<file path="config.mk">
export PLATFORM = sky130hd
export DESIGN_NAME = agc_ctrl_top
export DESIGN_NICKNAME = d
export VERILOG_FILES = /design/src/rtl/agc_ctrl_pkg.sv /design/src/rtl/agc_data_pkg.sv /design/src/rtl/agc_ctrl_top.sv /design/src/rtl/agc_sample_unit.sv /design/src/rtl/agc_gain_calc.sv /design/src/rtl/agc_loop_fsm.sv /design/src/rtl/agc_host_regs.sv
export SDC_FILE = /design/constraint.sdc
export NUM_CORES = 2
export LEC_CHECK = 0
export BUFFER_PORTS_ARGS = -buffer_cell sky130_fd_sc_hd__buf_2
export CORE_ASPECT_RATIO = 1.4
export CORE_MARGIN = 2
export CORE_UTILIZATION = 45
export DETAILED_ROUTE_END_ITERATION = 10
export HOLD_SLACK_MARGIN = 0.12
export PLACE_DENSITY = 0.62
export SYNTH_ARGS = -nofsm -noshare
export SYNTH_HDL_FRONTEND = slang
export SYNTH_SLANG_ARGS = --single-unit
</file>
<file path="constraint.sdc">
create_clock -name aclk -period 19.21 [get_ports aclk]
set_input_delay 5.763 -clock aclk [delete_from_list [all_inputs] [get_ports aclk]]
set_output_delay 5.763 -clock aclk [all_outputs]
set_load 0.01 [all_outputs]
</file>
<file path="src/rtl/agc_ctrl_pkg.sv">
package agc_ctrl_pkg;

    ////////////////////
    // FSM encodings

    typedef enum logic [3:0] {
        BOOT_DELAY,
        RESETTING,
        POLLING,        // Start a sample window
        WAITING,        // Poll status until done
        READING,
        CALCULATING,
        WRITING,
        LOADING,
        APPLYING
    } loop_state_t;

    // One transaction on the internal link
    typedef enum logic [1:0] {
        BUS_SENDING,
        BUS_WAITING,
        BUS_PROCESSING
    } bus_state_t;

    typedef enum logic [1:0] {
        IDLE,
        WRITE,
        READ,
        ACK
    } host_state_t;

    ////////////////////
    // Sample unit map

    // Control word bits, LOAD and APPLY may be combined
    typedef enum logic [31:0] {
        CMD_START = 32'h0000_0001,
        CMD_RESET = 32'h0000_0004,
        CMD_LOAD  = 32'h0000_0100,
        CMD_APPLY = 32'h0000_0200
    } agc_cmd_t;

    localparam int INFO_STATUS = 0;
    localparam int INFO_SUM_SQ = 1;
    localparam int INFO_GT     = 2;
    localparam int INFO_LT     = 3;
    localparam int INFO_SCALE  = 4;
    localparam int INFO_OFFSET = 5;
    localparam int N_INFO      = 6;

    localparam int STATUS_BUSY = 0;   // Window running
    localparam int STATUS_DONE = 1;

    localparam logic [7:0] ADDR_CTRL   = 8'h00;
    localparam logic [7:0] ADDR_SCALE  = 8'h10;
    localparam logic [7:0] ADDR_OFFSET = 8'h14;

    localparam int START_SCALE  = 1024;      // Unity gain
    localparam int START_OFFSET = 0;
    localparam int SCALE_MIN    = 300;
    localparam int SCALE_MAX    = 'h1FBD0;
    localparam int BOOT_CYCLES  = 31;

endpackage

</file>
<file path="src/rtl/agc_data_pkg.sv">
package agc_data_pkg;

    // Raw ADC sample in
    typedef logic signed [11:0] sample_t;

    // Saturated trigger sample out
    typedef logic signed [4:0] out_t;

    // Gain, 7 integer bits and 10 fraction bits
    typedef logic [16:0] scale_t;

    // Offset in output steps
    typedef logic signed [15:0] offset_t;

    // One info or statistic word
    typedef logic [31:0] stat_t;

    localparam int SCALE_FRAC_BITS = 10;

endpackage
</file>
<file path="src/rtl/agc_ctrl_top.sv">
`timescale 1ns/10ps

module agc_ctrl_top #(
    parameter int WINDOW_LOG2        = 6,
    parameter int TARGET_MEAN_SQ     = 16,
    parameter int SCALE_ERR          = 2,
    parameter int OFFSET_ERR         = 5,
    parameter int START_SCALE_DELTA  = 30,
    parameter int START_OFFSET_DELTA = 1
) (
    input  logic                  aclk,
    input  logic                  wb_rst_i,
    input  agc_data_pkg::sample_t dat_i,
    output agc_data_pkg::out_t    dat_o,
    input  logic                  host_cyc_i,
    input  logic                  host_stb_i,
    input  logic                  host_we_i,
    input  logic [7:0]            host_adr_i,
    input  logic [31:0]           host_dat_i,
    output logic [31:0]           host_dat_o,
    output logic                  host_ack_o
);
    import agc_data_pkg::*;
    import agc_ctrl_pkg::*;

    // Internal link, loop FSM to sample unit
    logic                     unit_cyc;
    logic                     unit_we;
    logic [7:0]               unit_adr;
    logic [31:0]              unit_wdat;
    logic                     unit_ack;
    logic [31:0]              unit_rdat;

    stat_t [N_INFO-1:0]       info;
    scale_t                   new_scale;
    offset_t                  new_offset;
    logic                     calc_en;
    scale_t                   scale_delta;
    offset_t                  offset_delta;

    agc_host_regs #(
        .START_SCALE_DELTA  (START_SCALE_DELTA),
        .START_OFFSET_DELTA (START_OFFSET_DELTA)
    ) u_host_regs (
        .aclk           (aclk),
        .wb_rst_i       (wb_rst_i),
        .host_cyc_i     (host_cyc_i),
        .host_stb_i     (host_stb_i),
        .host_we_i      (host_we_i),
        .host_adr_i     (host_adr_i),
        .host_dat_i     (host_dat_i),
        .host_dat_o     (host_dat_o),
        .host_ack_o     (host_ack_o),
        .info_i         (info),
        .scale_delta_o  (scale_delta),
        .offset_delta_o (offset_delta)
    );

    agc_loop_fsm u_loop_fsm (
        .aclk         (aclk),
        .wb_rst_i     (wb_rst_i),
        .unit_cyc_o   (unit_cyc),
        .unit_we_o    (unit_we),
        .unit_adr_o   (unit_adr),
        .unit_wdat_o  (unit_wdat),
        .unit_ack_i   (unit_ack),
        .unit_rdat_i  (unit_rdat),
        .info_o       (info),
        .new_scale_i  (new_scale),
        .new_offset_i (new_offset),
        .calc_en_o    (calc_en)
    );

    agc_gain_calc #(
        .WINDOW_LOG2    (WINDOW_LOG2),
        .TARGET_MEAN_SQ (TARGET_MEAN_SQ),
        .SCALE_ERR      (SCALE_ERR),
        .OFFSET_ERR     (OFFSET_ERR)
    ) u_gain_calc (
        .aclk           (aclk),
        .wb_rst_i       (wb_rst_i),
        .calc_en_i      (calc_en),
        .info_i         (info),
        .scale_delta_i  (scale_delta),
        .offset_delta_i (offset_delta),
        .new_scale_o    (new_scale),
        .new_offset_o   (new_offset)
    );

    agc_sample_unit #(
        .WINDOW_LOG2 (WINDOW_LOG2)
    ) u_sample_unit (
        .aclk        (aclk),
        .wb_rst_i    (wb_rst_i),
        .dat_i       (dat_i),
        .dat_o       (dat_o),
        .unit_cyc_i  (unit_cyc),
        .unit_we_i   (unit_we),
        .unit_adr_i  (unit_adr),
        .unit_wdat_i (unit_wdat),
        .unit_ack_o  (unit_ack),
        .unit_rdat_o (unit_rdat)
    );

endmodule

</file>
<file path="src/rtl/agc_sample_unit.sv">
`timescale 1ns/10ps

module agc_sample_unit #(
    parameter int WINDOW_LOG2 = 6
) (
    input  logic                  aclk,
    input  logic                  wb_rst_i,
    input  agc_data_pkg::sample_t dat_i,
    output agc_data_pkg::out_t    dat_o,
    input  logic                  unit_cyc_i,
    input  logic                  unit_we_i,
    input  logic [7:0]            unit_adr_i,
    input  logic [31:0]           unit_wdat_i,
    output logic                  unit_ack_o,
    output logic [31:0]           unit_rdat_o
);
    import agc_data_pkg::*;
    import agc_ctrl_pkg::*;

    scale_t                 pending_scale;
    scale_t                 staged_scale;
    scale_t                 active_scale;
    offset_t                pending_offset;
    offset_t                staged_offset;
    offset_t                active_offset;
    logic signed [30:0]     prod;
    logic signed [31:0]     scaled;
    out_t                   sat;
    logic signed [9:0]      sq;
    stat_t                  sum_sq;
    stat_t                  gt_cnt;
    stat_t                  lt_cnt;
    stat_t                  status;
    logic [WINDOW_LOG2-1:0] win_cnt;
    logic                   running;
    logic                   done;
    logic                   req;
    logic                   wr;
    logic                   cmd_start;
    logic                   cmd_reset;
    logic                   cmd_load;
    logic                   cmd_apply;

    ////////////////////
    // Data path

    assign prod   = dat_i * $signed({1'b0, active_scale});
    assign scaled = (prod >>> SCALE_FRAC_BITS) + active_offset;
    assign sq     = sat * sat;

    always_comb begin
        if (scaled > 32'sd15) begin
            sat = 5'b01111;
        end else if (scaled < -32'sd16) begin
            sat = 5'b10000;
        end else begin
            sat = out_t'(scaled);
        end
    end

    ////////////////////
    // Command target

    assign req       = unit_cyc_i && !unit_ack_o;   // Each request is seen once
    assign wr        = req && unit_we_i;
    assign cmd_start = wr && unit_adr_i == ADDR_CTRL && |(unit_wdat_i & CMD_START);
    assign cmd_reset = wr && unit_adr_i == ADDR_CTRL && |(unit_wdat_i & CMD_RESET);
    assign cmd_load  = wr && unit_adr_i == ADDR_CTRL && |(unit_wdat_i & CMD_LOAD);
    assign cmd_apply = wr && unit_adr_i == ADDR_CTRL && |(unit_wdat_i & CMD_APPLY);

    always_comb begin
        status              = '0;
        status[STATUS_BUSY] = running;
        status[STATUS_DONE] = done;
    end

    always_ff @(posedge aclk) begin
        if (wb_rst_i) begin
            dat_o          <= '0;
            unit_ack_o     <= 1'b0;
            sum_sq         <= '0;
            gt_cnt         <= '0;
            lt_cnt         <= '0;
            win_cnt        <= '0;
            running        <= 1'b0;
            done           <= 1'b0;
            pending_scale  <= scale_t'(START_SCALE);
            staged_scale   <= scale_t'(START_SCALE);
            active_scale   <= scale_t'(START_SCALE);
            pending_offset <= offset_t'(START_OFFSET);
            staged_offset  <= offset_t'(START_OFFSET);
            active_offset  <= offset_t'(START_OFFSET);
        end else begin
            dat_o      <= sat;
            unit_ack_o <= req;
            if (running) begin
                sum_sq  <= sum_sq + stat_t'(sq);
                win_cnt <= win_cnt + 1'b1;
                if (sat > 0) begin
                    gt_cnt <= gt_cnt + 1'b1;
                end
                if (sat < 0) begin
                    lt_cnt <= lt_cnt + 1'b1;
                end
                if (&win_cnt) begin   // Last sample of the window
                    running <= 1'b0;
                    done    <= 1'b1;
                end
            end
            // Commands come last so they win over the window update
            if (cmd_start || cmd_reset) begin
                sum_sq  <= '0;
                gt_cnt  <= '0;
                lt_cnt  <= '0;
                win_cnt <= '0;
                done    <= 1'b0;
                running <= cmd_start;
            end
            if (cmd_load) begin
                staged_scale  <= pending_scale;
                staged_offset <= pending_offset;
            end
            if (cmd_apply) begin
                active_scale  <= staged_scale;
                active_offset <= staged_offset;
            end
            if (wr && unit_adr_i == ADDR_SCALE) begin
                pending_scale <= scale_t'(unit_wdat_i);
            end
            if (wr && unit_adr_i == ADDR_OFFSET) begin
                pending_offset <= offset_t'(unit_wdat_i);
            end
        end
    end

    // Read data valid with the acknowledge
    always_ff @(posedge aclk) begin
        if (req) begin
            case (unit_adr_i[4:2])
                3'(INFO_STATUS): unit_rdat_o <= status;
                3'(INFO_SUM_SQ): unit_rdat_o <= sum_sq;
                3'(INFO_GT):     unit_rdat_o <= gt_cnt;
                3'(INFO_LT):     unit_rdat_o <= lt_cnt;
                3'(INFO_SCALE):  unit_rdat_o <= stat_t'(active_scale);
                3'(INFO_OFFSET): unit_rdat_o <= stat_t'(active_offset);
                default:         unit_rdat_o <= '0;
            endcase
        end
    end

endmodule

</file>
<file path="src/rtl/agc_gain_calc.sv">
`timescale 1ns/10ps

module agc_gain_calc #(
    parameter int WINDOW_LOG2    = 6,
    parameter int TARGET_MEAN_SQ = 16,
    parameter int SCALE_ERR      = 2,
    parameter int OFFSET_ERR     = 5
) (
    input  logic                                          aclk,
    input  logic                                          wb_rst_i,
    input  logic                                          calc_en_i,
    input  agc_data_pkg::stat_t [agc_ctrl_pkg::N_INFO-1:0] info_i,
    input  agc_data_pkg::scale_t                          scale_delta_i,
    input  agc_data_pkg::offset_t                         offset_delta_i,
    output agc_data_pkg::scale_t                          new_scale_o,
    output agc_data_pkg::offset_t                         new_offset_o
);
    import agc_data_pkg::*;
    import agc_ctrl_pkg::*;

    stat_t   mean_sq;
    scale_t  cur_scale;
    offset_t cur_offset;

    assign mean_sq    = info_i[INFO_SUM_SQ] >> WINDOW_LOG2;   // Per sample
    assign cur_scale  = scale_t'(info_i[INFO_SCALE]);
    assign cur_offset = offset_t'(info_i[INFO_OFFSET]);

    always_ff @(posedge aclk) begin
        if (wb_rst_i) begin
            new_scale_o  <= scale_t'(START_SCALE);
            new_offset_o <= offset_t'(START_OFFSET);
        end else if (calc_en_i) begin
            // Fixed steps toward the target power, inside the gain limits
            if (mean_sq > stat_t'(TARGET_MEAN_SQ + SCALE_ERR) &&
                cur_scale > scale_t'(SCALE_MIN)) begin
                new_scale_o <= cur_scale - scale_delta_i;
            end else if (mean_sq < stat_t'(TARGET_MEAN_SQ - SCALE_ERR) &&
                         cur_scale < scale_t'(SCALE_MAX)) begin
                new_scale_o <= cur_scale + scale_delta_i;
            end else begin
                new_scale_o <= cur_scale;
            end

            // Pull the baseline toward an even sign balance
            if (info_i[INFO_GT] > info_i[INFO_LT] + stat_t'(OFFSET_ERR)) begin
                new_offset_o <= cur_offset - offset_delta_i;
            end else if (info_i[INFO_LT] > info_i[INFO_GT] + stat_t'(OFFSET_ERR)) begin
                new_offset_o <= cur_offset + offset_delta_i;
            end else begin
                new_offset_o <= cur_offset;
            end
        end
    end

endmodule

</file>
<file path="src/rtl/agc_loop_fsm.sv">
`timescale 1ns/10ps

module agc_loop_fsm (
    input  logic                                          aclk,
    input  logic                                          wb_rst_i,
    output logic                                          unit_cyc_o,
    output logic                                          unit_we_o,
    output logic [7:0]                                    unit_adr_o,
    output logic [31:0]                                   unit_wdat_o,
    input  logic                                          unit_ack_i,
    input  logic [31:0]                                   unit_rdat_i,
    output agc_data_pkg::stat_t [agc_ctrl_pkg::N_INFO-1:0] info_o,
    input  agc_data_pkg::scale_t                          new_scale_i,
    input  agc_data_pkg::offset_t                         new_offset_i,
    output logic                                          calc_en_o
);
    import agc_data_pkg::*;
    import agc_ctrl_pkg::*;

    loop_state_t loop_state;
    bus_state_t  bus_state;
    logic [2:0]  idx;          // Info word, write slot or calc cycle
    logic [4:0]  boot_cnt;
    stat_t       resp;         // Last read response
    logic        req_we;
    logic [7:0]  req_adr;
    stat_t       req_wdat;

    // Gain calc samples the info copy on the first CALCULATING cycle
    assign calc_en_o = (loop_state == CALCULATING) && (idx == '0);

    ////////////////////
    // Request per state

    always_comb begin
        req_we   = 1'b1;
        req_adr  = ADDR_CTRL;
        req_wdat = '0;
        case (loop_state)
            RESETTING: req_wdat = CMD_RESET;
            POLLING:   req_wdat = CMD_START;
            WAITING:   req_we   = 1'b0;      // Status word
            READING: begin
                req_we  = 1'b0;
                req_adr = {3'b000, idx, 2'b00};
            end
            WRITING: begin
                if (idx == '0) begin
                    req_adr  = ADDR_SCALE;
                    req_wdat = stat_t'(new_scale_i);
                end else begin
                    req_adr  = ADDR_OFFSET;
                    req_wdat = stat_t'(new_offset_i);
                end
            end
            LOADING:  req_wdat = CMD_LOAD;
            APPLYING: req_wdat = CMD_APPLY;
            default: ;
        endcase
    end

    ////////////////////
    // Loop and master

    always_ff @(posedge aclk) begin
        if (wb_rst_i) begin
            loop_state         <= BOOT_DELAY;
            bus_state          <= BUS_SENDING;
            idx                <= '0;
            boot_cnt           <= 5'(BOOT_CYCLES);
            unit_cyc_o         <= 1'b0;
            info_o             <= '0;
            info_o[INFO_SCALE] <= stat_t'(START_SCALE);
        end else if (loop_state == BOOT_DELAY) begin
            if (boot_cnt != '0) begin
                boot_cnt <= boot_cnt - 1'b1;
            end else begin
                loop_state <= WRITING;   // Push the start values first
            end
        end else if (loop_state == CALCULATING) begin
            if (idx == '0) begin
                idx <= 3'd1;
            end else begin
                loop_state <= WRITING;   // New values registered by now
                idx        <= '0;
            end
        end else begin
            case (bus_state)
                BUS_SENDING: begin
                    unit_cyc_o  <= 1'b1;
                    unit_we_o   <= req_we;
                    unit_adr_o  <= req_adr;
                    unit_wdat_o <= req_wdat;
                    bus_state   <= BUS_WAITING;
                end
                BUS_WAITING: begin
                    if (unit_ack_i) begin
                        unit_cyc_o <= 1'b0;
                        resp       <= unit_rdat_i;
                        bus_state  <= BUS_PROCESSING;
                    end
                end
                default: begin
                    bus_state <= BUS_SENDING;
                    case (loop_state)
                        RESETTING: loop_state <= POLLING;
                        POLLING:   loop_state <= WAITING;
                        WAITING: begin
                            if (resp[STATUS_DONE]) begin
                                loop_state <= READING;
                            end
                        end
                        READING: begin
                            info_o[idx] <= resp;
                            if (idx == 3'(N_INFO - 1)) begin
                                loop_state <= CALCULATING;
                                idx        <= '0;
                            end else begin
                                idx <= idx + 1'b1;
                            end
                        end
                        WRITING: begin
                            if (idx == '0) begin
                                idx <= 3'd1;           // Offset next
                            end else begin
                                loop_state <= LOADING;
                                idx        <= '0;
                            end
                        end
                        LOADING: loop_state <= APPLYING;
                        default: begin
                            // APPLY acknowledged, the unit now runs these
                            loop_state          <= RESETTING;
                            info_o[INFO_SCALE]  <= stat_t'(new_scale_i);
                            info_o[INFO_OFFSET] <= stat_t'(new_offset_i);
                        end
                    endcase
                end
            endcase
        end
    end

endmodule

</file>
<file path="src/rtl/agc_host_regs.sv">
`timescale 1ns/10ps

module agc_host_regs #(
    parameter int START_SCALE_DELTA  = 30,
    parameter int START_OFFSET_DELTA = 1
) (
    input  logic                                          aclk,
    input  logic                                          wb_rst_i,
    input  logic                                          host_cyc_i,
    input  logic                                          host_stb_i,
    input  logic                                          host_we_i,
    input  logic [7:0]                                    host_adr_i,
    input  logic [31:0]                                   host_dat_i,
    output logic [31:0]                                   host_dat_o,
    output logic                                          host_ack_o,
    input  agc_data_pkg::stat_t [agc_ctrl_pkg::N_INFO-1:0] info_i,
    output agc_data_pkg::scale_t                          scale_delta_o,
    output agc_data_pkg::offset_t                         offset_delta_o
);
    import agc_data_pkg::*;
    import agc_ctrl_pkg::*;

    host_state_t state;

    assign host_ack_o = (state == ACK);   // One cycle wide

    always_ff @(posedge aclk) begin
        if (wb_rst_i) begin
            state          <= IDLE;
            scale_delta_o  <= scale_t'(START_SCALE_DELTA);
            offset_delta_o <= offset_t'(START_OFFSET_DELTA);
        end else begin
            case (state)
                IDLE: begin
                    if (host_cyc_i && host_stb_i) begin
                        state <= host_we_i ? WRITE : READ;
                    end
                end
                WRITE, READ: state <= ACK;
                default:     state <= IDLE;
            endcase

            // Bit 6 selects the loop's own step registers
            if (state == WRITE && host_adr_i[6]) begin
                if (host_adr_i[5:2] == 4'd0) begin
                    scale_delta_o <= scale_t'(host_dat_i);
                end else if (host_adr_i[5:2] == 4'd1) begin
                    offset_delta_o <= offset_t'(host_dat_i);
                end
            end
        end
    end

    ////////////////////
    // Read response

    always_ff @(posedge aclk) begin
        if (state == READ) begin
            if (host_adr_i[6]) begin
                case (host_adr_i[5:2])
                    4'd0:    host_dat_o <= stat_t'(scale_delta_o);
                    4'd1:    host_dat_o <= stat_t'(offset_delta_o);   // Sign extended
                    default: host_dat_o <= '0;
                endcase
            end else if (host_adr_i[4:2] < 3'(N_INFO)) begin
                host_dat_o <= info_i[host_adr_i[4:2]];   // Last copy from the unit
            end else begin
                host_dat_o <= '0;
            end
        end
    end

endmodule

</file>
==> out/metrics.yaml <==
outcome:
  status: "finished clean"
yosys:
  synth_ff_type: "dfxtp_1"
  synth_fp_nets: 5425
  ys_ff_latch: 601
  ys_types: 83
  async_reset_ff_share_pct: 0
  yosysWarnings: 0
  yosysTopAreaCell: "dfxtp_1"
  ys_seq_area_share_pct: 32.0
  syn_inst: 4911
  synth_edf_count: 117
  syn_avg_cell_area_sq_um: 8.39
  yosysTopAreaCellShare_pct: 23.5
  yosys-top-cells-area: "dfxtp_1 24%, ha_1 8.8%, edfxtp_1 8.5%, fa_1 8.1%, nand2_1 7.8%"
  syn_area_sq_mm: 0.0412
worst_setup_path:
  worst_r2r_endpoint: "u_sample_unit.sum_sq[28]"
  r2r_start: "u_sample_unit.active_scale[1]"
  crit_path_frequent_cell: "fa_1"
  setup.worst_path.end_class: "flip-flop"
  crit_family: "adder cells"
  required_ns: 19.72
  cp-start-kind: "primary input"
  crit_buf_inv: 5
  crit_path_top_delay_cell: "fa_1"
  setup.worst_path.class: "in -> reg"
  slowest_delay_ns: 0.52
  reg2reg_slack_ns: 5.59
  cp.arrival_ns: 18.72
  path_max_fanout: 17
  r2r_cells: 52
clock_network:
  clock_path_buffers: 3
  holdBufCountCts: 0
  root_buffer: "clkbuf_16"
  clkTransAtPathRegs_ns: 0.06
  cts_tree: "yes"
  cts.sinks: 601
  cts_buffers: 59
  cts_max_level: 2
  clk_latency_ns: 0.66
power_and_ir_drop:
  peakVddDrop_mv: 0.0680
  p_leak_nw: 17.7
  p_per_area_mw_per_mm2: 79.4
die:
  die_h_um: 362
  die_w_um: 260
  die_area_sq_mm: 0.0941
  pin_count: 95
  rows: 131
  design.core.area_sq_mm: 0.0910
  initial_utilization_pct: 45.3
sta:
  timing.fmax_mhz: 54.9
  maxSlewHeadroom_pct: 29.6
  skew_ns: 0.0243
  hold_viol: 0
  slew_violations: 0
  setup_violations: 0
  rsz0062_at_grt: "no"
  min_period_ns: 18.21
  tightest_slew_ns: 1.05
  tns_ns: 0
  fin_crit_sh_pct: 94.8
worst_hold_path:
  hold_path_end: "u_loop_fsm.resp[26]"
  min_delay_path_depth: 0
  holdCritPathClass: "reg -> reg"
  holdCritStartpoint: "u_sample_unit.unit_rdat_o[26]"
global_routing:
  overflow: 0
  grt_pass1_vias: 34200
  grt_usage_pct: 25.3
  antenna_found_initial: 0
  grt_pass1_wl_um: 189000
  grt_max_degree: 95
place:
  gp_congestion: 0.904
  port_buffers: 76
  placedCellCount: 5968
  post-dp-hpwl_um: 86500
detailed_routing:
  drt_iter0_drc: 2384
  routed_wl_um: 121000
  dr.pass1.iters: 6
  vias: 35100
  viasPerCell: 5.78
  drc: 0
  ant_nets: 0
  wire_per_inst_um: 19.8
finish:
  final_nets: 5346
  final_layout_size_suffix_gt1_share_pct: 7.33
  n_antenna_cell: 0
  syn2layout_area_growth_pct: 8.50
  instances_no_fill: 6079
flow_run:
  cap_violations: 0
## logic make-up after synthesis
family | Yosys count | share of synthesized area, %
AOI/OAI and AO/OA | 1137 | 17.4
xor gates and xnor gates | 168 | 3.57
adders and majority gates | 457 | 16.9
buffers and inverters | 615 | 5.66
DFF | 601 | 32.0
muxes | 163 | 5.02
and+or+nand+nor | 1770 | 19.4
## area by class of cell
cell class	instances	area (sq um)
fillers	8800	46300
multi-input cells	3695	25800
flip-flops and latches	601	13200
clock buffers	81	1620
well taps	1197	1500
inverters	316	1190
repair buffers	159	1020
clock inverters	30	395
## routing by layer
layer	track usage (%)	wire length [um]	vias to the layer above
li1	-	-	17000
met1	30.4	49000	17000
met2	44.5	59900	926
met3	2.43	5160	268
met4	12.7	6520	0
met5	0	0	-
## layout by cell type, fill, tap and decap left out, drive strengths merged, types with 34 or more instances in the layout
master	netlist	final
nand3	90	90
or3	45	45
a21oi	481	481
edfxtp	117	117
clkbuf	279	81
nor2	346	346
fa	166	166
nor3	63	63
o21ai	154	154
inv	316	316
dfxtp	484	484
nand2	857	857
and3	40	40
xor2	75	75
a31oi	34	34
a211oi	63	63
a21o	45	45
xnor2	93	93
ha	291	291
a22oi	66	66
mux2i	101	101
and2	90	90
buf	20	159
nand4	66	66
## synth_stat cells, types with 21 or more instances
master    count
nand2_1     857
dfxtp_1     484
a21oi_1     481
nor2_1      346
inv_1       316
ha_1        291
clkbuf_1    279
fa_1        166
o21ai_0     151
edfxtp_1    117
mux2i_1     101
xnor2_1      93
and2_1       90
nand3_1      89
xor2_1       75
a22oi_1      66
nand4_1      66
nor3_1       63
a211oi_1     62
a21o_1       45
or3_1        45
and3_1       40
a31oi_1      34
nor2b_1      33
nor4_1       33
o22ai_1      33
mux4_2       32
nand2b_1     31
mux2_2       30
o211ai_1     24
and4_1       22
o21a_1       21
## registers in the layout, indices dropped and copies added (netlist names), 32 cells and up
name,cells
u_loop_fsm.info_o,192
u_sample_unit.gt_cnt,32
u_sample_unit.unit_rdat_o,32
u_host_regs.host_dat_o,32
u_loop_fsm.resp,32
u_sample_unit.lt_cnt,32
u_sample_unit.sum_sq,32
## worst max path at each step
stage               depth (start not counted)     start                       end
CTS                                        53  dat_i[3]  u_sample_unit.sum_sq[31]
floorplan                                  54  dat_i[5]  u_sample_unit.sum_sq[28]
global placement                           53  dat_i[3]  u_sample_unit.sum_sq[31]
detailed placement                         53  dat_i[3]  u_sample_unit.sum_sq[31]
finish                                     51  dat_i[3]  u_sample_unit.sum_sq[28]
global route                               54  dat_i[3]  u_sample_unit.sum_sq[31]
## where the power goes
part	total [mW]	internal, mW	switching (mW)
registers	1.40	1.36	0.0425
clock network	1.24	0.722	0.516
logic	0.912	0.353	0.559
## per-stage QoR
step | instance area [sq um] | hold WS, ns | util, % | power [mW] | setup WS [ns]
2_1_floorplan | 41200 | 0.400 | - | 2.11 | 0.417
3_3_place_gp | 42700 | 0.401 | 46.9 | 2.32 | 0.254
3_5_place_dp | 42700 | 0.405 | 46.9 | 2.33 | 0.107
4_1_cts | 44700 | 0.419 | 49.1 | 3.57 | 0.763
5_1_grt | 44700 | 0.421 | 49.2 | 3.73 | 0.0248
6_report | 44700 | 0.417 | 49.2 | 3.55 | 0.998
## what timing repair did
action	CTS	global route
gates resized for setup	0	3
buffers inserted	0	0
setup endpoints to repair	0	6
(Power assumes the default switching activity.)
